## config.mk

```make
export PLATFORM = sky130hd
export DESIGN_NAME = overlay_window
export DESIGN_NICKNAME = d
export VERILOG_FILES = /design/src/rtl/overlay_pkg.sv /design/src/rtl/overlay_window.sv
export SDC_FILE = /design/constraint.sdc
export NUM_CORES = 1
export LEC_CHECK = 0
export ABC_AREA = 1
export BUFFER_PORTS_ARGS = -buffer_cell sky130_fd_sc_hd__buf_2
export CORE_MARGIN = 4
export CORE_UTILIZATION = 55
export CTS_CLUSTER_DIAMETER = 50
export DETAILED_ROUTE_END_ITERATION = 12
export PLACE_DENSITY_LB_ADDON = 0.15
export SLEW_MARGIN = 20
export SYNTH_ARGS = -nofsm -noshare
export SYNTH_HDL_FRONTEND = slang
export SYNTH_SLANG_ARGS = --single-unit
```

## constraint.sdc

```tcl
create_clock -name clk -period 8.4 [get_ports clk]
set_clock_uncertainty 0.05 [all_clocks]
set_input_delay 1.26 -clock clk [delete_from_list [all_inputs] [get_ports clk]]
set_output_delay 1.26 -clock clk [all_outputs]
set_load 0.02 [all_outputs]
```

## src/rtl/overlay_pkg.sv

```systemverilog
`default_nettype none

// shared stream definitions for the overlay stage
package overlay_pkg;

   // width of the data type token carried next to every stream beat
   localparam int DTYPE_WIDTH = 3;

   // token that tells what a beat on the stream means
   // pixels only appear between a row start and a row end, and rows only
   // appear between a frame start and a frame end
   // headers carry their payload in the metadata word and may show up
   // anywhere outside a row
   typedef enum logic [DTYPE_WIDTH-1:0] {
      // first beat of a frame, clears the position counters
      DTYPE_FRAME_START = 3'd0,
      // opens a row of pixels
      DTYPE_ROW_START   = 3'd1,
      // one pixel of the image in the three colour channels
      DTYPE_PIXEL       = 3'd2,
      // closes a row, moves the tracker to the next row
      DTYPE_ROW_END     = 3'd3,
      // last beat of a frame
      DTYPE_FRAME_END   = 3'd4,
      // side information, metadata is the payload
      DTYPE_HEADER      = 3'd5
   } dtype_t;

   // codes 6 and 7 are unused on the stream
   // the overlay stage passes them through like any other non-pixel token

endpackage : overlay_pkg

`default_nettype wire

```

## src/rtl/overlay_window.sv

```systemverilog
`timescale 1ns/100ps
`default_nettype none

// tracks the raster position of the base stream and decides which pixels
// fall inside the overlay window
// the base beat is registered once here, so stage 1 lines up with the
// overlay pixel that the fetcher registers in the same cycle
module overlay_window
   import overlay_pkg::*;
#(
   parameter int PIXEL_WIDTH = 8,
   parameter int DATA_WIDTH  = 16,
   parameter int DIM_WIDTH   = 11
) (
   input  wire logic                   clk,
   input  wire logic                   resetb,
   input  wire logic                   enable,

   input  wire logic [DIM_WIDTH-1:0]   row_start,
   input  wire logic [DIM_WIDTH-1:0]   col_start,
   input  wire logic [DIM_WIDTH-1:0]   num_overlay_rows,
   input  wire logic [DIM_WIDTH-1:0]   num_overlay_cols,

   input  wire logic                   dvi,
   input  wire dtype_t                 dtypei,
   input  wire logic [PIXEL_WIDTH-1:0] data0i,
   input  wire logic [PIXEL_WIDTH-1:0] data1i,
   input  wire logic [PIXEL_WIDTH-1:0] data2i,
   input  wire logic [DATA_WIDTH-1:0]  meta_datai,

   output logic                        in_window,
   output logic                        overlay_restart,

   output logic                        s1_dv,
   output dtype_t                      s1_dtype,
   output logic [PIXEL_WIDTH-1:0]      s1_data0,
   output logic [PIXEL_WIDTH-1:0]      s1_data1,
   output logic [PIXEL_WIDTH-1:0]      s1_data2,
   output logic [DATA_WIDTH-1:0]       s1_meta,
   output logic                        s1_blend
);

   // position of the current input beat inside the base image
   logic [DIM_WIDTH-1:0] row_pos;
   logic [DIM_WIDTH-1:0] col_pos;

   // window bounds, exclusive at the far edge
   // the window is assumed to stay inside the base image, so no clipping
   logic [DIM_WIDTH-1:0] row_end;
   logic [DIM_WIDTH-1:0] col_end;

   logic row_hit;
   logic col_hit;

   assign row_end = row_start + num_overlay_rows;
   assign col_end = col_start + num_overlay_cols;

   assign row_hit = (row_pos >= row_start) && (row_pos < row_end);
   assign col_hit = (col_pos >= col_start) && (col_pos < col_end);

   // combinational, the fetcher advances its read pointer on this
   assign in_window = enable && dvi && (dtypei == DTYPE_PIXEL) && row_hit && col_hit;

   // raster counters
   // the column counts pixels in the row and the row counts row ends,
   // so headers and row starts leave the position alone
   always_ff @(posedge clk or negedge resetb) begin
      if (!resetb) begin
         row_pos <= '0;
         col_pos <= '0;
      end else if (!enable) begin
         // hold at the origin while bypassed so a later enable starts clean
         row_pos <= '0;
         col_pos <= '0;
      end else if (dvi) begin
         case (dtypei)
            DTYPE_FRAME_START: begin
               row_pos <= '0;
               col_pos <= '0;
            end
            DTYPE_ROW_END: begin
               row_pos <= row_pos + 1'b1;
               col_pos <= '0;
            end
            DTYPE_PIXEL: begin
               col_pos <= col_pos + 1'b1;
            end
            default: begin
               row_pos <= row_pos;
               col_pos <= col_pos;
            end
         endcase
      end
   end

   // stage 1 of the base stream, taken every cycle since there is no stall
   always_ff @(posedge clk or negedge resetb) begin
      if (!resetb) begin
         s1_dv           <= 1'b0;
         s1_dtype        <= dtype_t'('0);
         s1_data0        <= '0;
         s1_data1        <= '0;
         s1_data2        <= '0;
         s1_meta         <= '0;
         s1_blend        <= 1'b0;
         overlay_restart <= 1'b0;
      end else begin
         s1_dv           <= dvi;
         s1_dtype        <= dtypei;
         s1_data0        <= data0i;
         s1_data1        <= data1i;
         s1_data2        <= data2i;
         s1_meta         <= meta_datai;
         s1_blend        <= in_window;
         // a sync pulse for whoever supplies the overlay image
         overlay_restart <= enable && dvi && (dtypei == DTYPE_FRAME_START);
      end
   end

   // a blend flag in stage 1 must belong to a valid pixel beat that was
   // seen while the stage was enabled
   a_blend_only_on_pixel : assert property (
      @(posedge clk) disable iff (!resetb)
      s1_blend |-> s1_dv && (s1_dtype == DTYPE_PIXEL) && $past(enable)
   );

endmodule : overlay_window

`default_nettype wire

```

==> results of run 1 <==
layout make-up:
cell class	instances	area (um2)
Multi-Input combinational cell	397	2460
Fill cell	662	2340
Sequential cell	68	1700
Timing Repair Buffer	138	693
Inverter	96	360
Tap cell	102	128
Clock buffer	9	124
Clock inverter	6	88.8
critical path, delay by kind of cell:
family / cells / cell delay (ns)
and+or+nand+nor: 6 / 0.50
xor gates and xnor gates: 1 / 0.19
adders and majority gates: 3 / 0.93
buffers and inverters: 2 / 0.30
AOI/OAI and AO/OA: 3 / 0.46
synth_stat cells (all sizes together):
cell type | n | share of area
nand2 | 128 | 0.11
xnor2 | 6 | 0.012
o22a | 1 | 0.0019
a22o | 2 | 0.0039
nand3b | 3 | 0.0050
xor2 | 11 | 0.021
inv | 96 | 0.079
a21oi | 42 | 0.050
nand4 | 8 | 0.011
nand3 | 39 | 0.045
a21o | 3 | 0.0050
dfrtp | 68 | 0.37
and2 | 1 | 0.0014
nor3 | 1 | 0.0011
ha | 64 | 0.18
nor2 | 58 | 0.050
fa | 2 | 0.0088
o21bai | 7 | 0.012
o21ai | 15 | 0.017
buf | 2 | 0.0069
or2 | 2 | 0.0028
o21a | 4 | 0.0066
path summary, 6_finish.rpt:
kind | start | endpoint | cells after the start
min in group asynchronous | resetb | s1_meta[8]$_DFF_PN0_ | 2
setup / recovery | col_start[0] | in_window | 15
hold reg to reg | row_pos[0]$_DFFE_PN0P_ | row_pos[0]$_DFFE_PN0P_ | 1
max in group asynchronous | resetb | s1_data2[7]$_DFF_PN0_ | 2
setup reg to reg | col_pos[1]$_DFFE_PN0P_ | col_pos[10]$_DFFE_PN0P_ | 7
hold / removal | row_pos[0]$_DFFE_PN0P_ | row_pos[0]$_DFFE_PN0P_ | 1
metal layers:
metal  vias up  GRT usage  routed length (um)
li1       2114          -                   -
met1      1848      0.246                4170
met2        93      0.405                5670
met3        17     0.0418                 425
met4         0     0.0641                 141
met5         -          0                   0
cells by family after synthesis:
| group | count (synthesis) | synth area share |
|---|---|---|
| compound gates | 74 | 0.0957 |
| flops | 68 | 0.374 |
| fa+ha+maj | 66 | 0.185 |
| xor+xnor | 17 | 0.0327 |
| simple gates | 240 | 0.227 |
| buf+inv | 98 | 0.0861 |
flip-flops by register name, indices dropped and copies added (netlist names):
name and cells:
col_pos 11, row_pos 11, s1_data1 8, s1_data0 8, s1_dv 1, s1_data2 8, s1_meta 16, s1_dtype 3
overlay_restart 1, s1_blend 1
through the flow:
step                 util  total power [mW]
floorplan               -             0.471
global placement    0.677             0.530
detailed placement  0.677             0.537
CTS                 0.704             0.825
global route        0.704             0.871
finish              0.704             0.816
where the power goes:
part / internal [mW] / switching [mW]
logic: 0.0711 / 0.113
registers: 0.340 / 0.00542
clock network: 0.166 / 0.121
==> run_summary.xml, run 1 <==
<?xml version="1.0" encoding="UTF-8"?>
<metrics>
  <group name="outcome">
    <metric name="outcome" unit="">completed</metric>
  </group>
  <group name="drt">
    <metric name="route.detailed.wl_per_inst" unit="um">12.8</metric>
    <metric name="initialDrtViolationCount" unit="">110</metric>
    <metric name="drt_drc_violations_left" unit="">0</metric>
    <metric name="drt-vias-per-instance" unit="">4.99</metric>
    <metric name="via_count" unit="">4072</metric>
    <metric name="routed_wirelength" unit="um">10400</metric>
    <metric name="detail-route-antenna-nets" unit="">0</metric>
    <metric name="first_pass_iters" unit="">5</metric>
  </group>
  <group name="final_layout">
    <metric name="final_layout_size_suffix_gt1_frac" unit="">0.238</metric>
    <metric name="antenna_cells" unit="">0</metric>
    <metric name="area_growth" unit="%">22.0</metric>
    <metric name="final_cell_mix" unit="">buf_2 (137), nand2_1 (126), inv_1 (92)</metric>
    <metric name="final_net_count" unit="">867</metric>
    <metric name="final_common_cell" unit="">buf_2</metric>
    <metric name="post_route_cell_area" unit="um2">5550</metric>
    <metric name="finalNonFillerCells" unit="">816</metric>
  </group>
  <group name="run">
    <metric name="drv_cap" unit="">0</metric>
  </group>
  <group name="sta">
    <metric name="setup-violations-final" unit="">0</metric>
    <metric name="tightest_slew" unit="ns">0.848</metric>
    <metric name="rsz0062_at_grt" unit="">no</metric>
    <metric name="min_period_over_period" unit="">0.589</metric>
    <metric name="final_period_minus_worst_setup_slack" unit="ns">4.94</metric>
    <metric name="slew_headroom" unit="">0.435</metric>
    <metric name="fin_setup_tns" unit="ns">0</metric>
    <metric name="fin_worst_hold_slack" unit="ns">0.499</metric>
    <metric name="maxSlewViolCount" unit="">0</metric>
    <metric name="fmax" unit="MHz">202</metric>
    <metric name="final-hold-violation-count" unit="">0</metric>
    <metric name="layout_setup_ws" unit="ns">3.46</metric>
  </group>
  <group name="global_route">
    <metric name="gr-total-overflow" unit="">0</metric>
    <metric name="track_usage" unit="">0.216</metric>
    <metric name="grt_max_degree" unit="">69</metric>
    <metric name="grt_antenna_before_repair" unit="">0</metric>
    <metric name="first_global_vias" unit="">4106</metric>
    <metric name="global_route_wire_length_before_repair" unit="um">17700</metric>
  </group>
  <group name="floorplanning">
    <metric name="core-area" unit="um2">7890</metric>
    <metric name="dieHeight" unit="um">99.0</metric>
    <metric name="dieArea" unit="um2">9790</metric>
    <metric name="chipWidth" unit="um">99.0</metric>
    <metric name="num_rows" unit="">32</metric>
    <metric name="initial_utilization" unit="">0.577</metric>
    <metric name="design.portCount" unit="">138</metric>
  </group>
  <group name="setup_path">
    <metric name="cp.required" unit="ns">7.09</metric>
    <metric name="timing.setup.critical_path_class" unit="">primary input to output pin</metric>
    <metric name="timing.critical_path.mode_cell" unit="">nand2_1</metric>
    <metric name="cpPeakStageDelay" unit="ns">0.43</metric>
    <metric name="crit_path_top_delay_cell" unit="">fa_1</metric>
    <metric name="timing.critical_path.fanout_max" unit="">3</metric>
    <metric name="regToRegSetupSlack" unit="ns">6.78</metric>
    <metric name="type_of_origin_of_the_critical_path" unit="">primary input</metric>
    <metric name="crit_chain" unit="">buf_2 &gt; ha_1 &gt; fa_1 &gt; nand3_1 &gt; nand3_1 &gt; a21oi_1 &gt; xor2_1 &gt; ha_1 &gt; a21oi_1 &gt; o21a_1 &gt; nand2_1 &gt; nand2_1 &gt; nand2_1 &gt; nor2_1 &gt; buf_2</metric>
    <metric name="timing.critical_path.to_type" unit="">output pin</metric>
    <metric name="arrival" unit="ns">3.63</metric>
  </group>
  <group name="placement">
    <metric name="placed_cells" unit="">801</metric>
    <metric name="post_dp_hpwl" unit="um">8680</metric>
    <metric name="dp_worst_setup_slack" unit="ns">3.43</metric>
    <metric name="place_area" unit="um2">5340</metric>
    <metric name="final_weighted_congestion_in_routability_driven_placement" unit="">0.885</metric>
    <metric name="io_buffers" unit="">137</metric>
  </group>
  <group name="clock_network">
    <metric name="cts_post_setup_buffers_inserted" unit="">0</metric>
    <metric name="worst_skew_pair.late_latency" unit="ns">0.33</metric>
    <metric name="clock-root-buffer" unit="">clkbuf_8</metric>
    <metric name="post_cts_hold_buffer_count" unit="">0</metric>
    <metric name="cts-resized-gates" unit="">0</metric>
    <metric name="clock_tree.htree_level_count" unit="">3</metric>
    <metric name="cts.sinks" unit="">68</metric>
    <metric name="clockBufferDepth" unit="">2</metric>
    <metric name="cts_made_buffers" unit="">9</metric>
    <metric name="tritoncts" unit="">built</metric>
    <metric name="clk_pin_slew" unit="ns">0.07</metric>
  </group>
  <group name="synthesis">
    <metric name="synth_area_per_cell" unit="um2">8.08</metric>
    <metric name="ys_ff_latch" unit="">68</metric>
    <metric name="synth.yosys.warnings" unit="">0</metric>
    <metric name="synth-seq-area-share" unit="">0.374</metric>
    <metric name="synth_fp_nets" unit="">720</metric>
    <metric name="synthCells" unit="">563</metric>
    <metric name="synth.distinct_cells" unit="">30</metric>
    <metric name="synthesis.area" unit="um2">4550</metric>
  </group>
  <group name="power">
    <metric name="ir_worst_vdd" unit="V">0.000110</metric>
    <metric name="p_leak" unit="nW">3.16</metric>
    <metric name="pwr_density_cell" unit="nW/um2">147</metric>
  </group>
  <group name="worst_hold_path">
    <metric name="min-delay-path-class" unit="">flop to flop</metric>
  </group>
</metrics>
No activity file was read; power rests on OpenSTA's default activity.
==> inputs of run 2 (changes only) <==
- CORE_UTILIZATION: 55 -> 47
- clock period: 8.4 -> 4.4 ns (I/O delays scaled with it)
==> run 2 against run 1 <==
Against the previous run:
- final cell count increased by 3.4%
- die area increased by 16%
- first-iteration DRC count increased by 29%
- clock power increased by 74%
- combinational power increased by 91%
- critical path depth unchanged
- non-clock buffer count unchanged
- cell area increased by 0.25%
==> run_summary.xml, run 2 (synthesis results as in run 1) <==
<?xml version="1.0" encoding="UTF-8"?>
<metrics>
  <group name="outcome">
    <metric name="outcome" unit="">completed</metric>
  </group>
  <group name="setup_path">
    <metric name="worstRegToRegCells" unit="">9</metric>
    <metric name="cpPeakStageDelay" unit="ns">0.44</metric>
    <metric name="cp.depth" unit="">15</metric>
    <metric name="critPathBufInv" unit="">2</metric>
    <metric name="timing.setup.critical_path_class" unit="">primary input to output pin</metric>
    <metric name="timing.critical_path.to_type" unit="">output pin</metric>
    <metric name="type_of_origin_of_the_critical_path" unit="">primary input</metric>
    <metric name="timing.critical_path.fanout_max" unit="">3</metric>
    <metric name="crit_chain" unit="">buf_2 &gt; ha_1 &gt; fa_1 &gt; nand3_1 &gt; nand3_1 &gt; a21oi_1 &gt; xor2_1 &gt; ha_1 &gt; a21o_1 &gt; nor2_1 &gt; nand2_1 &gt; nand2_1 &gt; nand3_1 &gt; nor2_1 &gt; buf_2</metric>
    <metric name="timing.critical_path.mode_cell" unit="">nand3_1</metric>
    <metric name="arrival" unit="ns">3.03</metric>
    <metric name="path_delay_family" unit="">adder cells</metric>
    <metric name="crit_path_top_delay_cell" unit="">fa_1</metric>
    <metric name="cp.required" unit="ns">3.69</metric>
  </group>
  <group name="sta">
    <metric name="maxSlewViolCount" unit="">0</metric>
    <metric name="setup-violations-final" unit="">0</metric>
    <metric name="tightest_slew" unit="ns">0.749</metric>
    <metric name="final_period_minus_worst_setup_slack" unit="ns">3.74</metric>
    <metric name="fin_setup_tns" unit="ns">0</metric>
    <metric name="rsz0062_at_grt" unit="">no</metric>
    <metric name="slew_headroom" unit="">0.501</metric>
    <metric name="min_period_over_period" unit="">0.850</metric>
    <metric name="fin_worst_hold_slack" unit="ns">0.334</metric>
    <metric name="fmax" unit="MHz">267</metric>
    <metric name="final-hold-violation-count" unit="">0</metric>
  </group>
  <group name="final_layout">
    <metric name="area_growth" unit="%">22.3</metric>
    <metric name="regMostFlops" unit="">s1_meta</metric>
    <metric name="top_regs" unit="">s1_meta: 16 flops, col_pos: 11 flops, row_pos: 11 flops</metric>
    <metric name="fillerInstances" unit="">889</metric>
    <metric name="antenna_cells" unit="">0</metric>
    <metric name="post_route_cell_area" unit="um2">5570</metric>
    <metric name="final_cell_mix" unit="">buf_2 (137), nand2_1 (126), inv_1 (92)</metric>
    <metric name="finalNonFillerCells" unit="">844</metric>
    <metric name="final_net_count" unit="">867</metric>
    <metric name="final_common_cell" unit="">buf_2</metric>
    <metric name="final_layout_size_suffix_gt1_frac" unit="">0.238</metric>
    <metric name="flip_flop_count_of_the_largest_register_after_layout" unit="">16</metric>
    <metric name="final_util" unit="">0.597</metric>
  </group>
  <group name="drt">
    <metric name="route.detailed.wl_per_inst" unit="um">12.7</metric>
    <metric name="routed_wirelength" unit="um">10700</metric>
    <metric name="via_count" unit="">4038</metric>
    <metric name="drt-vias-per-instance" unit="">4.78</metric>
    <metric name="initialDrtViolationCount" unit="">142</metric>
    <metric name="detail-route-antenna-nets" unit="">0</metric>
    <metric name="first_pass_iters" unit="">4</metric>
    <metric name="drt_drc_violations_left" unit="">0</metric>
  </group>
  <group name="global_route">
    <metric name="grt_antenna_before_repair" unit="">0</metric>
    <metric name="first_global_vias" unit="">4112</metric>
    <metric name="track_usage" unit="">0.191</metric>
    <metric name="grt_max_degree" unit="">36</metric>
    <metric name="global_route_wire_length_before_repair" unit="um">17800</metric>
    <metric name="gr-total-overflow" unit="">0</metric>
  </group>
  <group name="run">
    <metric name="drv_cap" unit="">0</metric>
  </group>
  <group name="placement">
    <metric name="placed_cells" unit="">828</metric>
    <metric name="post_dp_hpwl" unit="um">9060</metric>
    <metric name="io_buffers" unit="">137</metric>
    <metric name="place_area" unit="um2">5370</metric>
    <metric name="final_weighted_congestion_in_routability_driven_placement" unit="">0.876</metric>
  </group>
  <group name="clock_network">
    <metric name="cts_made_buffers" unit="">9</metric>
    <metric name="clock_tree.htree_level_count" unit="">3</metric>
    <metric name="clock-root-buffer" unit="">clkbuf_8</metric>
    <metric name="cts-resized-gates" unit="">0</metric>
    <metric name="post_cts_hold_buffer_count" unit="">0</metric>
    <metric name="clk_pin_slew" unit="ns">0.08</metric>
    <metric name="cts.sinks" unit="">68</metric>
    <metric name="clockBufferDepth" unit="">2</metric>
    <metric name="worst_skew_pair.late_latency" unit="ns">0.33</metric>
    <metric name="tritoncts" unit="">built</metric>
    <metric name="cts_post_setup_buffers_inserted" unit="">0</metric>
  </group>
  <group name="power">
    <metric name="pwr_density_cell" unit="nW/um2">272</metric>
    <metric name="ir_worst_vdd" unit="V">0.000151</metric>
    <metric name="swShare" unit="">0.308</metric>
    <metric name="combinationalPowerShare" unit="">0.233</metric>
    <metric name="clkPwrFrac" unit="">0.330</metric>
    <metric name="power_switching" unit="uW">465</metric>
    <metric name="p_leak" unit="nW">3.14</metric>
    <metric name="share_seq_of_total_power" unit="">0.437</metric>
    <metric name="cell_internal_power_dissipation" unit="mW">1.05</metric>
  </group>
  <group name="worst_hold_path">
    <metric name="min-delay-path-class" unit="">primary input to async pin</metric>
  </group>
  <group name="floorplanning">
    <metric name="core-area" unit="um2">9330</metric>
    <metric name="chipWidth" unit="um">106</metric>
    <metric name="dieHeight" unit="um">106</metric>
    <metric name="num_rows" unit="">35</metric>
    <metric name="dieArea" unit="um2">11300</metric>
    <metric name="design.portCount" unit="">138</metric>
    <metric name="initial_utilization" unit="">0.488</metric>
  </group>
</metrics>
run 2: cell types whose count changed in the layout (fill, tap and decap cells not counted):
cell / delta
clkinvlp_4: +2
bufinv_16: -1
clkbuf_1: +1
inv_6: -1
run 2: power groups by stage:
stage | sequential [mW] | clock [mW] | combinational (mW)
5_1_grt | 0.663 | 0.545 | 0.405
6_report | 0.660 | 0.499 | 0.351
3_3_place_gp | 0.671 | 0 | 0.343
2_1_floorplan | 0.699 | 0 | 0.199
4_1_cts | 0.661 | 0.515 | 0.356
3_5_place_dp | 0.673 | 0 | 0.355
run 2: layer usage:
| metal | vias up | wire [um] | GRT usage |
|---|---|---|---|
| met5 | - | 0 | 0 |
| met4 | 0 | 108 | 0.0500 |
| met3 | 6 | 366 | 0.0346 |
| met2 | 62 | 5880 | 0.368 |
| met1 | 1863 | 4380 | 0.215 |
| li1 | 2107 | - | - |
run 2: worst paths after layout:
path / to / startpoint / slack, ns
worst max-delay path: in_window / row_start[0] / 0.66
worst min-delay path: s1_data0[2]$_DFF_PN0_ / resetb / 0.33
worst max register to register: s1_blend$_DFF_PN0_ / col_pos[9]$_DFFE_PN0P_ / 2.75
worst min register to register: row_pos[0]$_DFFE_PN0P_ / row_pos[0]$_DFFE_PN0P_ / 0.50
max in group asynchronous: s1_data0[4]$_DFF_PN0_ / resetb / 3.02
min in group clk: s1_data2[2]$_DFF_PN0_ / data2i[2] / 0.38
run 2: area by class of cell:
cell class	instances	area [um2]	area share
multi-input combinational	397	2460	0.441
sequential	68	1700	0.306
timing repair buffer	138	693	0.125
inverter	96	360	0.0647
tap	129	161	0.0290
clock buffer	10	128	0.0229
clock inverter	6	65.1	0.0117
run 2: through the flow:
| stage | total power [mW] | setup slack [ns] |
|---|---|---|
| 2_1_floorplan | 0.899 | 0.941 |
| 3_3_place_gp | 1.01 | 0.669 |
| 3_5_place_dp | 1.03 | 0.642 |
| 4_1_cts | 1.53 | 0.641 |
| 5_1_grt | 1.61 | 0.321 |
| 6_report | 1.51 | 0.661 |
