`src/rtl/overlay_pkg.sv`:
```
`default_nettype none

// shared stream definitions for the overlay stage
package overlay_pkg;

   // width of the data type token carried next to every stream beat
   localparam int DTYPE_WIDTH = 3;

   // token that tells what a beat on the stream means
   // pixels only appear between a row start and a row end, and rows only
   // appear between a frame start and a frame end
   // headers carry their payload in the metadata word and may show up
   // anywhere outside a row
   typedef enum logic [DTYPE_WIDTH-1:0] {
      // first beat of a frame, clears the position counters
      DTYPE_FRAME_START = 3'd0,
      // opens a row of pixels
      DTYPE_ROW_START   = 3'd1,
      // one pixel of the image in the three colour channels
      DTYPE_PIXEL       = 3'd2,
      // closes a row, moves the tracker to the next row
      DTYPE_ROW_END     = 3'd3,
      // last beat of a frame
      DTYPE_FRAME_END   = 3'd4,
      // side information, metadata is the payload
      DTYPE_HEADER      = 3'd5
   } dtype_t;

   // codes 6 and 7 are unused on the stream
   // the overlay stage passes them through like any other non-pixel token

endpackage : overlay_pkg

`default_nettype wire

```
`src/rtl/overlay_blend.sv`:
```
`timescale 1ns/100ps
`default_nettype none

// mixes the delayed base pixel with the fetched overlay pixel and drives
// the output stream
// each channel is mixed the same way, so RGB and YUV need no distinction
module overlay_blend
   import overlay_pkg::*;
#(
   parameter int PIXEL_WIDTH = 8,
   parameter int ALPHA_WIDTH = 8,
   parameter int DATA_WIDTH  = 16
) (
   input  wire logic                   clk,
   input  wire logic                   resetb,

   input  wire logic                   s1_dv,
   input  wire dtype_t                 s1_dtype,
   input  wire logic [PIXEL_WIDTH-1:0] s1_data0,
   input  wire logic [PIXEL_WIDTH-1:0] s1_data1,
   input  wire logic [PIXEL_WIDTH-1:0] s1_data2,
   input  wire logic [DATA_WIDTH-1:0]  s1_meta,
   input  wire logic                   s1_blend,

   input  wire logic [PIXEL_WIDTH-1:0] s1_ovl0,
   input  wire logic [PIXEL_WIDTH-1:0] s1_ovl1,
   input  wire logic [PIXEL_WIDTH-1:0] s1_ovl2,
   input  wire logic [ALPHA_WIDTH-1:0] s1_alpha,

   output logic                        dvo,
   output dtype_t                      dtypeo,
   output logic [PIXEL_WIDTH-1:0]      data0o,
   output logic [PIXEL_WIDTH-1:0]      data1o,
   output logic [PIXEL_WIDTH-1:0]      data2o,
   output logic [DATA_WIDTH-1:0]       meta_datao
);

   // one channel of the mix
   // treating alpha as a fraction of all ones, the result is
   // overlay * alpha + base * (1 - alpha)
   // the two ends are taken exactly, since the truncated product would
   // otherwise fall one code short of the overlay or the base
   function automatic logic [PIXEL_WIDTH-1:0] blend_px(
      input logic [PIXEL_WIDTH-1:0] base,
      input logic [PIXEL_WIDTH-1:0] ovl,
      input logic [ALPHA_WIDTH-1:0] alpha
   );
      logic [ALPHA_WIDTH-1:0]             alpha_comp;
      logic [PIXEL_WIDTH+ALPHA_WIDTH-1:0] sum;
      alpha_comp = {ALPHA_WIDTH{1'b1}} - alpha;
      // weights add up to all ones, so the sum cannot overflow
      sum = (alpha * ovl) + (alpha_comp * base);
      if (alpha == '0) begin
         return base;
      end else if (alpha_comp == '0) begin
         return ovl;
      end
      return sum[PIXEL_WIDTH+ALPHA_WIDTH-1:ALPHA_WIDTH];
   endfunction

   logic [PIXEL_WIDTH-1:0] mix0;
   logic [PIXEL_WIDTH-1:0] mix1;
   logic [PIXEL_WIDTH-1:0] mix2;

   // outside the window the base goes through untouched
   always_comb begin
      if (s1_blend) begin
         mix0 = blend_px(s1_data0, s1_ovl0, s1_alpha);
         mix1 = blend_px(s1_data1, s1_ovl1, s1_alpha);
         mix2 = blend_px(s1_data2, s1_ovl2, s1_alpha);
      end else begin
         mix0 = s1_data0;
         mix1 = s1_data1;
         mix2 = s1_data2;
      end
   end

   // output register, the token and metadata ride along unchanged
   always_ff @(posedge clk or negedge resetb) begin
      if (!resetb) begin
         dvo        <= 1'b0;
         dtypeo     <= dtype_t'('0);
         data0o     <= '0;
         data1o     <= '0;
         data2o     <= '0;
         meta_datao <= '0;
      end else begin
         dvo        <= s1_dv;
         dtypeo     <= s1_dtype;
         data0o     <= mix0;
         data1o     <= mix1;
         data2o     <= mix2;
         meta_datao <= s1_meta;
      end
   end

endmodule : overlay_blend

`default_nettype wire

```
`config.mk`:
```
export PLATFORM = sky130hd
export DESIGN_NAME = overlay_blend
export DESIGN_NICKNAME = d
export VERILOG_FILES = /design/src/rtl/overlay_pkg.sv /design/src/rtl/overlay_blend.sv
export SDC_FILE = /design/constraint.sdc
export NUM_CORES = 1
export LEC_CHECK = 0
export BUFFER_PORTS_ARGS = -buffer_cell sky130_fd_sc_hd__buf_2
export CORE_AREA = 5 5 172 174
export CTS_CLUSTER_DIAMETER = 100
export CTS_CLUSTER_SIZE = 28
export DETAILED_ROUTE_END_ITERATION = 8
export DIE_AREA = 0 0 177 179
export GPL_ROUTABILITY_DRIVEN = 0
export PLACE_DENSITY = 0.79
export RECOVER_POWER = 50
export SETUP_SLACK_MARGIN = 0.05
export SYNTH_ARGS = -nofsm -noshare
export SYNTH_HDL_FRONTEND = slang
export SYNTH_SLANG_ARGS = --single-unit
```
`constraint.sdc`:
```
create_clock -name clk -period 0.8 [get_ports clk]
set_input_delay 0.2 -clock clk [delete_from_list [all_inputs] [get_ports clk]]
set_output_delay 0.2 -clock clk [all_outputs]
set_load 0.02 [all_outputs]
```
==> run_results.csv, run 1 <==
group,metric,value,unit
power_and_ir_drop,p_sw,40.92,mW
routing,drt-total-wl,40020,µm
floorplan,die-area,31680,µm²
routing,route.detailed.drc,0,
power_and_ir_drop,swShare,46.69,%
critical_path,critPathMaxStageDelay,0.57,ns
timing,setup_viol,68,
final_layout,final_util,67.22,%
critical_path,crit_cells,22,
placement,io_buffers,122,
flow_run,cap_violations,0,
yosys,ys.flop_type,"dfrtp_1",
global_routing,use_met3,4.049,%
yosys,yosysTopAreaCell,"fa_1",
power_and_ir_drop,intPower,46.73,mW
critical_path,crit_start,"s1_alpha[5]",
clock_tree,cts_buffer_depth,2,
timing,max_slew.worst_pin.slew,0.3652,ns
timing,fmax,0.2001,GHz
clock_tree,cts_tree,"done",
routing,vias,11530,
critical_path,slowest_stage,"fa_2",
critical_path,critPathKind,"input port to flop",
min_path,hold_path.class,"input port to flop",
global_routing,grt_pass1_wl,64140,µm
clock_tree,root_buffer,"clkbuf_16",
timing,finalSetupTns,-105.17,ns
final_layout,syn_to_final_growth,30.58,%
critical_path,crit_chain,"buf_12 -> buf_12 -> clkbuf_16 -> buf_6 -> nor2b_1 -> ha_1 -> fa_1 -> inv_2 -> fa_1 -> inv_2 -> fa_2 -> fa_1 -> fa_1 -> ha_4 -> o21ai_4 -> o211ai_1 -> buf_4 -> a21oi_4 -> buf_6 -> o31ai_4 -> xnor2_1 -> o21ai_1",
critical_path,worst_ep_arrival_time,5.18,ns
global_routing,gr-usage-met2,46.70,%
power_and_ir_drop,p_seq_share,3.9,%
critical_path,crit_fanout,8,
global_routing,grt_pass1_vias,13210,
power_and_ir_drop,powerDensity,4719,nW/µm²
yosys,synthTopCellsByArea,"fa_1 40%, ha_1 16%, inv_1 11%, dfrtp_1 7.7%, nor2b_1 6.1%",
timing,period_minus_slack,4.998,ns
routing,routedWlPerCell,18.03,µm
critical_path,start_kind,"input port",
power_and_ir_drop,irDropWorstVdd,0.004742,V
global_routing,grt_overflow,0,
routing,detail-route-antenna-nets,0,
global_routing,grt_busiest_layer,"met2",
timing,drv_slew,0,
yosys,ys_types,45,
yosys,synth_edf_count,0,
timing,fin_crit_sh,624.7,%
clock_tree,numClockSinks,44,
final_layout,n_fill_cell,1951,
global_routing,antenna_found_initial,0,
critical_path,required,0.98,ns
floorplan,coreArea,27630,µm²
final_layout,diodes,0,
yosys,syn_nets,2078,
routing,drt_iter0_markers,665,
critical_path,cp-end-kind,"flop",
global_routing,grt_max_degree,45,
floorplan,io_pins,123,
global_routing,grt_use_total,25.48,%
yosys,synth.avg_cell_area,9.272,µm²
final_layout,fin_nets,2385,
critical_path,critPathMostFrequentCell,"fa_1",
timing,rsz0062_at_grt,"yes",
floorplan,die_w,177,µm
critical_path,cp_num_buf_inv,8,
routing,via_per_inst,5.194,
timing,hold_viol_final,0,
floorplan,start_util,51.48,%
power_and_ir_drop,combPwrFrac,93.1,%
global_routing,use_met1,31.17,%
timing,fin_ws,-4.198,ns
run_status,status,"complete, but fails checks",
clock_tree,htreeDepth,2,
floorplan,core.rowCount,61,
timing,slew_headroom,75.65,%
clock_tree,cts_buffers,5,
yosys,netlist_area,14220,µm²
run_status,violations,"negative setup slack",
critical_path,critPathTopFamily,"adder cells",
power_and_ir_drop,power.share.clock,3.0,%
yosys,synth.most_common_cell,"inv_1",
critical_path,critPathCapture,"data0o[6]$_DFF_PN0_",
floorplan,die-height,179,µm
placement,dp_hpwl,29860,µm
yosys,synth_top_area_share,40.11,%
yosys,async_flop_share,100.0,%
yosys,synth_seq_cells,44,
yosys,synthTopCellsByCount,"414 x inv_1, 285 x fa_1, 180 x ha_1",
yosys,yosysSeqAreaShare,7.741,%
yosys,synth_cells,1534,
final_layout,layout-drive-gt1-share,27.09,%
clock_tree,cts.clk_slew.worst_paths,0.08,ns
routing,dr.pass1.iters,5,
yosys,yosysWarnings,0,
power_and_ir_drop,p_leak,9.665,nW
stage by stage:
stage	area [µm²]	instances	power, mW	setup WS [ns]	hold slack (ns)
after floorplan	14550	1534	47.80	-4.278	-0.09559
after global placement	16700	2154	65.94	-4.447	0.2067
after detailed placement	16700	2154	68.64	-4.546	0.2097
after CTS	18100	2205	81.26	-4.118	0.002502
after global routing	18570	2220	94.92	-4.338	0.0005503
final	18570	2220	87.64	-4.198	0.009815
worst min path at each step:
| stage | from | to | slack (ns) | cells after the start |
|---|---|---|---|---|
| after floorplan | resetb | data0o[0]$_DFF_PN0_ | -0.1 | 0 |
| after global placement | resetb | data2o[6]$_DFF_PN0_ | 0.21 | 2 |
| after detailed placement | resetb | data2o[6]$_DFF_PN0_ | 0.21 | 2 |
| after CTS | s1_meta[3] | meta_datao[3]$_DFF_PN0_ | 0.003 | 1 |
| after global routing | s1_meta[3] | meta_datao[3]$_DFF_PN0_ | 0.0006 | 1 |
| final | s1_meta[1] | meta_datao[1]$_DFF_PN0_ | 0.01 | 1 |
cells by family after synthesis:
family	count (synthesis)	synth area share (%)
buffers and inverters	472	12.50
adders and majority gates	465	55.95
and+or+nand+nor	411	16.49
AOI/OAI and AO/OA	109	5.287
DFF	44	7.741
xor gates and xnor gates	33	2.032
per-layer routing:
metal	vias to the layer above	wire, µm
met5	-	0
met4	0	1418
met3	127	3038
met2	451	20560
met1	5833	15010
li1	5120	-
cell type report:
cell class | instances | area [µm²] | share of cell area [%]
multi-input combinational | 1018 | 12030 | 64.77
timing repair buffer | 358 | 3244 | 17.47
inverter | 414 | 1554 | 8.367
sequential | 44 | 1101 | 5.928
tap | 378 | 473.0 | 2.546
clock buffer | 5 | 125.1 | 0.6737
clock inverter | 3 | 46.29 | 0.2493
timing repair:
item                                    CTS  global route
gates resized for setup                 229            81
endpoints found under the setup margin   68            68
hold buffers                             16             0
endpoints found under the hold margin    59             0
gates cloned                              7             2
pin swaps                                90            81
setup buffers                            20            14
power by group through the flow:
stage / clock network [mW] / registers [mW] / logic (mW)
CTS: 2.67 / 3.43 / 75.2
global placement: 0 / 3.31 / 62.6
floorplan: 0 / 4.21 / 43.6
detailed placement: 0 / 3.29 / 65.3
global route: 2.76 / 3.47 / 88.7
finish: 2.62 / 3.42 / 81.6
registers in the layout (all words and copies together) (netlist names):
name,count
dvo,1
data2o,8
dtypeo,3
data1o,8
data0o,8
meta_datao,16
cell usage in the layout, fill, tap and decap left out, types with 6 or more instances in the layout:
cell type / n
buf_16: 7
and2_4: 15
fa_2: 16
buf_2: 65
buf_12: 19
inv_1: 389
nand2b_4: 8
dfrtp_1: 44
a22oi_1: 23
fa_1: 269
xnor2_1: 22
ha_1: 162
clkbuf_16: 7
and2_1: 100
inv_2: 25
buf_4: 180
nor2b_1: 119
nand2b_1: 43
buf_6: 62
nor2b_2: 17
nand2_1: 81
dlygate4sd3_1: 16
a21oi_2: 8
o21ai_1: 23
a21oi_1: 7
xor2_1: 6
ha_4: 18
Note: power is estimated with default switching activity, not from simulation.
==> inputs of run 2 (changes only) <==
--- a/config.mk
+++ b/config.mk
@@ -14,6 +14,7 @@
 export GPL_ROUTABILITY_DRIVEN = 0
 export PLACE_DENSITY = 0.79
 export RECOVER_POWER = 50
+export REMOVE_ABC_BUFFERS = 1
 export SETUP_SLACK_MARGIN = 0.05
 export SYNTH_ARGS = -nofsm -noshare
 export SYNTH_HDL_FRONTEND = slang
==> run_results.csv, run 2 (synthesis gave the netlist of run 1 again) <==
group,metric,value,unit
placement,place_area,16620,µm²
floorplan,die_w,177,µm
timing,max_slew.worst_pin.slew,0.3755,ns
timing,fmax,0.1952,GHz
clock_tree,htreeDepth,2,
timing,hold_viol_final,0,
final_layout,postLayoutCellArea,18550,µm²
routing,detail-route-antenna-nets,0,
global_routing,antenna_found_initial,0,
critical_path,critPathKind,"input port to flop",
floorplan,die-area,31680,µm²
floorplan,io_pins,123,
min_path,hold_start,"s1_meta[6]",
global_routing,grt_pass1_wl,68620,µm
timing,fin_ws,-4.324,ns
final_layout,ff_latch_area,1101,µm²
placement,dp_hpwl,31370,µm
clock_tree,cts_buffer_depth,2,
final_layout,syn_to_final_growth,30.39,%
timing,period_minus_slack,5.124,ns
min_path,hold_path_depth,1,
run_status,status,"complete, but fails checks",
timing,setup_viol,68,
final_layout,largest_reg_flops,16,
final_layout,final_common_cell,"inv_1",
clock_tree,cts_tree,"done",
power_and_ir_drop,powerDensity,4591,nW/µm²
power_and_ir_drop,irDropWorstVdd,0.004612,V
clock_tree,numClockSinks,44,
floorplan,die-height,179,µm
timing,slew_headroom,74.97,%
global_routing,grt_pass1_vias,13440,
routing,route.detailed.drc,0,
final_layout,n_fill_cell,1985,
global_routing,grt_max_degree,45,
timing,finalSetupTns,-108.39,ns
clock_tree,cts.clk_slew.worst_paths,0.07,ns
clock_tree,root_buffer,"clkbuf_16",
final_layout,multi_input_area,11960,µm²
final_layout,top_register,"meta_datao",
floorplan,start_util,51.48,%
global_routing,grt_overflow,0,
clock_tree,cts_buffers,5,
routing,via_per_inst,5.270,
timing,fin_crit_sh,640.5,%
global_routing,grt_use_total,27.67,%
floorplan,coreArea,27630,µm²
routing,drt_iter0_markers,786,
min_path,hold_path_end,"meta_datao[6]$_DFF_PN0_",
routing,dr.pass1.iters,5,
final_layout,final_cell_mix,"391 x inv_1, 273 x fa_1, 193 x buf_4",
power_and_ir_drop,p_leak,9.701,nW
final_layout,fin_nets,2392,
critical_path,cp-end-kind,"flop",
critical_path,required,0.98,ns
floorplan,core.rowCount,61,
power_and_ir_drop,fin_total_pwr,85.15,mW
critical_path,start_kind,"input port",
critical_path,crit_fanout,7,
run_status,violations,"negative setup slack",
flow_run,cap_violations,0,
placement,io_buffers,122,
routing,drt-total-wl,42730,µm
final_layout,layout-drive-gt1-share,26.39,%
routing,routedWlPerCell,19.18,µm
critical_path,worst_ep_arrival_time,5.30,ns
timing,rsz0062_at_grt,"yes",
timing,drv_slew,0,
min_path,hold_path.class,"input port to flop",
routing,vias,11740,
## run 2: changes by cell type in the layout (fill, tap and decap cells not counted), moves of 5 or more
cell      before  now
nand2b_1      43   48
nor2b_2       17   10
buf_4        180  193
ha_4          18   13
nand2b_4       8    3
## run 2: stage by stage
step	worst slack (ns)	hold WS [ns]	instances	util, %
after floorplan	-4.243	-0.09559	1476	-
after global placement	-4.847	0.2099	2162	60.14
after detailed placement	-4.980	0.2193	2162	60.14
after CTS	-4.208	0.001313	2218	66.42
after global routing	-4.449	0.0004617	2227	67.12
final	-4.324	0.003596	2228	67.13
## run 2: area by class of cell
| cell class | count | share of cell area, % |
|---|---|---|
| Timing Repair Buffer | 365 | 17.69 |
| Clock inverter | 3 | 0.2496 |
| Tap cell | 378 | 2.550 |
| Inverter | 414 | 8.379 |
| Clock buffer | 5 | 0.6746 |
| Multi-Input combinational cell | 1018 | 64.51 |
| Antenna cell | 1 | 0.01349 |
| Sequential cell | 44 | 5.937 |
## run 2: timing repair
item / in CTS / in global routing
cloned: 5 / 1
pin swaps: 112 / 36
setup buffers: 37 / 6
hold endpoints to repair: 52 / 3
hold buffers: 9 / 3
setup endpoints to repair: 68 / 74
resized for setup: 297 / 30
## run 2: worst max-delay path by stage
stage	end	cells after the start	startpoint
6_report	data0o[5]$_DFF_PN0_	20	s1_alpha[7]
5_1_grt	data0o[5]$_DFF_PN0_	20	s1_alpha[5]
4_1_cts	data0o[6]$_DFF_PN0_	20	s1_alpha[7]
3_5_place_dp	data0o[5]$_DFF_PN0_	19	s1_alpha[4]
3_3_place_gp	data0o[5]$_DFF_PN0_	21	s1_alpha[4]
2_1_floorplan	data2o[5]$_DFF_PN0_	18	s1_ovl2[4]
## run 2: layer usage
metal / share of wire [%] / vias up / track usage [%] / wire length, µm
li1: - / 5128 / - / -
met1: 37 / 5912 / 33.71 / 15700
met2: 50 / 536 / 49.01 / 21410
met3: 8.0 / 165 / 4.344 / 3413
met4: 5.2 / 0 / 11.64 / 2208
met5: 0 / - / 0 / 0
## run 2: critical path, stage by stage
cell	delay, ns
buf_8	0.10
buf_12	0.14
buf_12	0.14
nand2b_4	0.15
fa_1	0.48
fa_1	0.54
inv_2	0.05
fa_2	0.59
fa_2	0.44
fa_1	0.52
inv_2	0.05
fa_1	0.49
inv_2	0.05
ha_4	0.28
nor2_2	0.04
a211oi_2	0.33
and2_4	0.22
a311o_1	0.21
xnor2_1	0.16
o21ai_1	0.11
## run 2: power by group
group	internal, mW	leakage [nW]	switching, mW
registers	3.10	0.521	0.469
clock network	1.49	0.0804	1.12
logic	39.5	9.10	39.5
==> inputs of run 3 (changes only) <==
--- a/config.mk
+++ b/config.mk
@@ -5,12 +5,13 @@
 export SDC_FILE = /design/constraint.sdc
 export NUM_CORES = 1
 export LEC_CHECK = 0
+export ABC_AREA = 1
 export BUFFER_PORTS_ARGS = -buffer_cell sky130_fd_sc_hd__buf_2
-export CORE_AREA = 5 5 172 174
+export CORE_AREA = 5 5 200 163
 export CTS_CLUSTER_DIAMETER = 100
 export CTS_CLUSTER_SIZE = 28
 export DETAILED_ROUTE_END_ITERATION = 8
-export DIE_AREA = 0 0 177 179
+export DIE_AREA = 0 0 205 168
 export GPL_ROUTABILITY_DRIVEN = 0
 export PLACE_DENSITY = 0.79
 export RECOVER_POWER = 50
==> run_results.csv, run 3 <==
group,metric,value,unit
run_status,status,"complete, but fails checks",
run_status,violations,"negative setup slack",
timing,fin_ws,-4.292,ns
critical_path,worst_ep_arrival_time,5.36,ns
final_layout,fin_cells,2873,
timing,max_slew.worst_pin.slew,0.6210,ns
yosys,synth_edf_count,0,
yosys,yosysSeqAreaShare,7.052,%
critical_path,cp_num_buf_inv,7,
final_layout,postLayoutCellArea,20840,µm²
clock_tree,cts.clk_slew.worst_paths,0.08,ns
timing,rsz0062_at_grt,"yes",
yosys,ys_types,27,
floorplan,io_pins,123,
yosys,synth_seq_cells,44,
floorplan,die-height,168,µm
floorplan,core.rowCount,57,
routing,vias,16050,
final_layout,layout-drive-gt1-share,29.59,%
critical_path,slowest_stage,"fa_1",
routing,routedWlPerCell,21.02,µm
critical_path,crit_start,"s1_alpha[6]",
final_layout,final_util,69.08,%
timing,fmax,0.1964,GHz
final_layout,final_cell_mix,"612 x inv_1, 380 x nand2_1, 268 x fa_1",
global_routing,antenna_found_initial,1,
global_routing,grt_overflow,0,
clock_tree,cts_tree,"done",
critical_path,critPathMaxStageDelay,0.59,ns
placement,placedCellCount,2790,
final_layout,fin_nets,3003,
global_routing,grt_use_total,31.43,%
flow_run,cap_violations,0,
final_layout,largest_reg_flops,16,
final_layout,diodes,0,
routing,drt_iter0_markers,2080,
final_layout,final_common_cell,"inv_1",
critical_path,required,1.07,ns
timing,fin_crit_sh,636.5,%
routing,detail-route-antenna-nets,0,
min_path,hold_path.class,"input port to flop",
clock_tree,htreeDepth,2,
yosys,yosysWarnings,0,
clock_tree,cts_buffers,5,
yosys,synthTopCellsByCount,"675 x inv_1, 486 x nand2_1, 285 x fa_1",
final_layout,syn_to_final_growth,33.49,%
final_layout,top_register,"meta_datao",
yosys,synthTopCellsByArea,"fa_1 37%, inv_1 16%, ha_1 14%, nand2_1 12%, dfrtp_1 7.1%",
clock_tree,numClockSinks,44,
timing,setup_viol,68,
placement,io_buffers,122,
placement,post-place-ws,-4.559,ns
routing,via_per_inst,5.586,
critical_path,crit_cells,23,
critical_path,crit_chain,"buf_12 -> buf_12 -> buf_16 -> nand2_1 -> fa_1 -> fa_2 -> inv_2 -> fa_1 -> fa_2 -> fa_1 -> inv_2 -> fa_1 -> inv_2 -> ha_4 -> nand2_2 -> nand2_2 -> nand2_2 -> nand2_2 -> inv_2 -> nand2_2 -> xor2_2 -> nand2_2 -> a21oi_2",
critical_path,cp-end-kind,"flop",
routing,drt-total-wl,60380,µm
floorplan,die_w,205,µm
clock_tree,root_buffer,"clkbuf_16",
critical_path,critPathKind,"input port to flop",
yosys,synth_top_area_share,36.54,%
critical_path,start_kind,"input port",
yosys,synth.avg_cell_area,7.340,µm²
timing,slew_headroom,58.45,%
global_routing,grt_pass1_wl,85290,µm
routing,dr.pass1.iters,9,
critical_path,critPathCapture,"data1o[3]$_DFF_PN0_",
min_path,hold_path_depth,3,
global_routing,grt_pass1_vias,16690,
clock_tree,cts_buffer_depth,2,
yosys,yosysTopAreaCell,"fa_1",
yosys,netlist_area,15610,µm²
floorplan,coreArea,30170,µm²
yosys,synth.most_common_cell,"inv_1",
yosys,async_flop_share,100.0,%
yosys,synth_cells,2127,
timing,hold_viol_final,0,
critical_path,critPathMostFrequentCell,"nand2_2",
placement,place_area,18060,µm²
yosys,ys.flop_type,"dfrtp_1",
routing,route.detailed.drc,0,
placement,dp_hpwl,37700,µm
floorplan,start_util,51.75,%
floorplan,die-area,34440,µm²
global_routing,grt_max_degree,45,
critical_path,crit_fanout,5,
timing,drv_slew,0,
critical_path,critPathTopFamily,"adder cells",
timing,period_minus_slack,5.092,ns
## run 3: cell count changes after synthesis, moves of 23 or more
cell,delta
a22oi_1,-23
and2_1,-114
nand2b_1,-51
nand3_1,+36
nor2b_1,-139
nand2_1,+398
nor2_1,+215
inv_1,+261
## run 3: area by class of cell
class                   count  area [µm²]
clock buffers               6       138.9
clock inverters             2       15.01
fillers                  1985        9326
inverters                 681        2584
multi-input cells        1327       12860
flip-flops and latches     44        1102
well taps                 413       516.7
repair buffers            400        3623
## run 3: worst min-delay path: stages
cell and delay [ns]:
buf_2 0.13, nor2_1 0.06, a21oi_2 0.09
## run 3: how the worst min path moves through the flow
stage | from | end | slack (ns)
2_1_floorplan | resetb | data0o[0]$_DFF_PN0_ | -0.1
5_1_grt | s1_data0[1] | data0o[1]$_DFF_PN0_ | 0.18
4_1_cts | s1_meta[9] | meta_datao[9]$_DFF_PN0_ | 0.0007
3_3_place_gp | resetb | meta_datao[0]$_DFF_PN0_ | 0.21
6_report | s1_data0[1] | data0o[1]$_DFF_PN0_ | 0.19
3_5_place_dp | resetb | meta_datao[0]$_DFF_PN0_ | 0.22
## run 3: metal layers
layer / part of all wire (%) / track usage (%)
met1: 32 / 37.28
met2: 45 / 51.61
met3: 14 / 9.865
met4: 8.2 / 15.98
met5: 0.076 / 0
## run 3: repair_timing
item,4_1_cts,5_1_grt
hold buffers,20,1
endpoints found under the setup margin,68,69
pin swaps,107,140
buffers inserted,21,22
endpoints found under the hold margin,63,1
resized for setup,369,171
cloned,10,2
## run 3: kinds of logic (layout without fill, tap and decap cells)
kind of cell,Yosys count,after routing,share of synthesized area [%]
buffers and inverters,756,1089,18.64
adder cells (fa/ha/maj),465,465,50.97
XOR/XNOR,18,18,1.010
AO/OA/AOI/OAI,73,73,3.029
AND/OR/NAND/NOR,771,771,19.30
flip-flops,44,44,7.052
## run 3: metrics by stage
stage,hold slack [ns],TNS (ns)
detailed placement,0.2151,-103.31
global route,0.1806,-111.22
CTS,0.0006813,-101.77
floorplan,-0.09559,-88.41
finish,0.1878,-108.36
global placement,0.2116,-101.37
Power of run 3 is left out: the tool's default activity adds up to more than one toggle a clock period on the data nets, which glitch-free logic cannot reach.
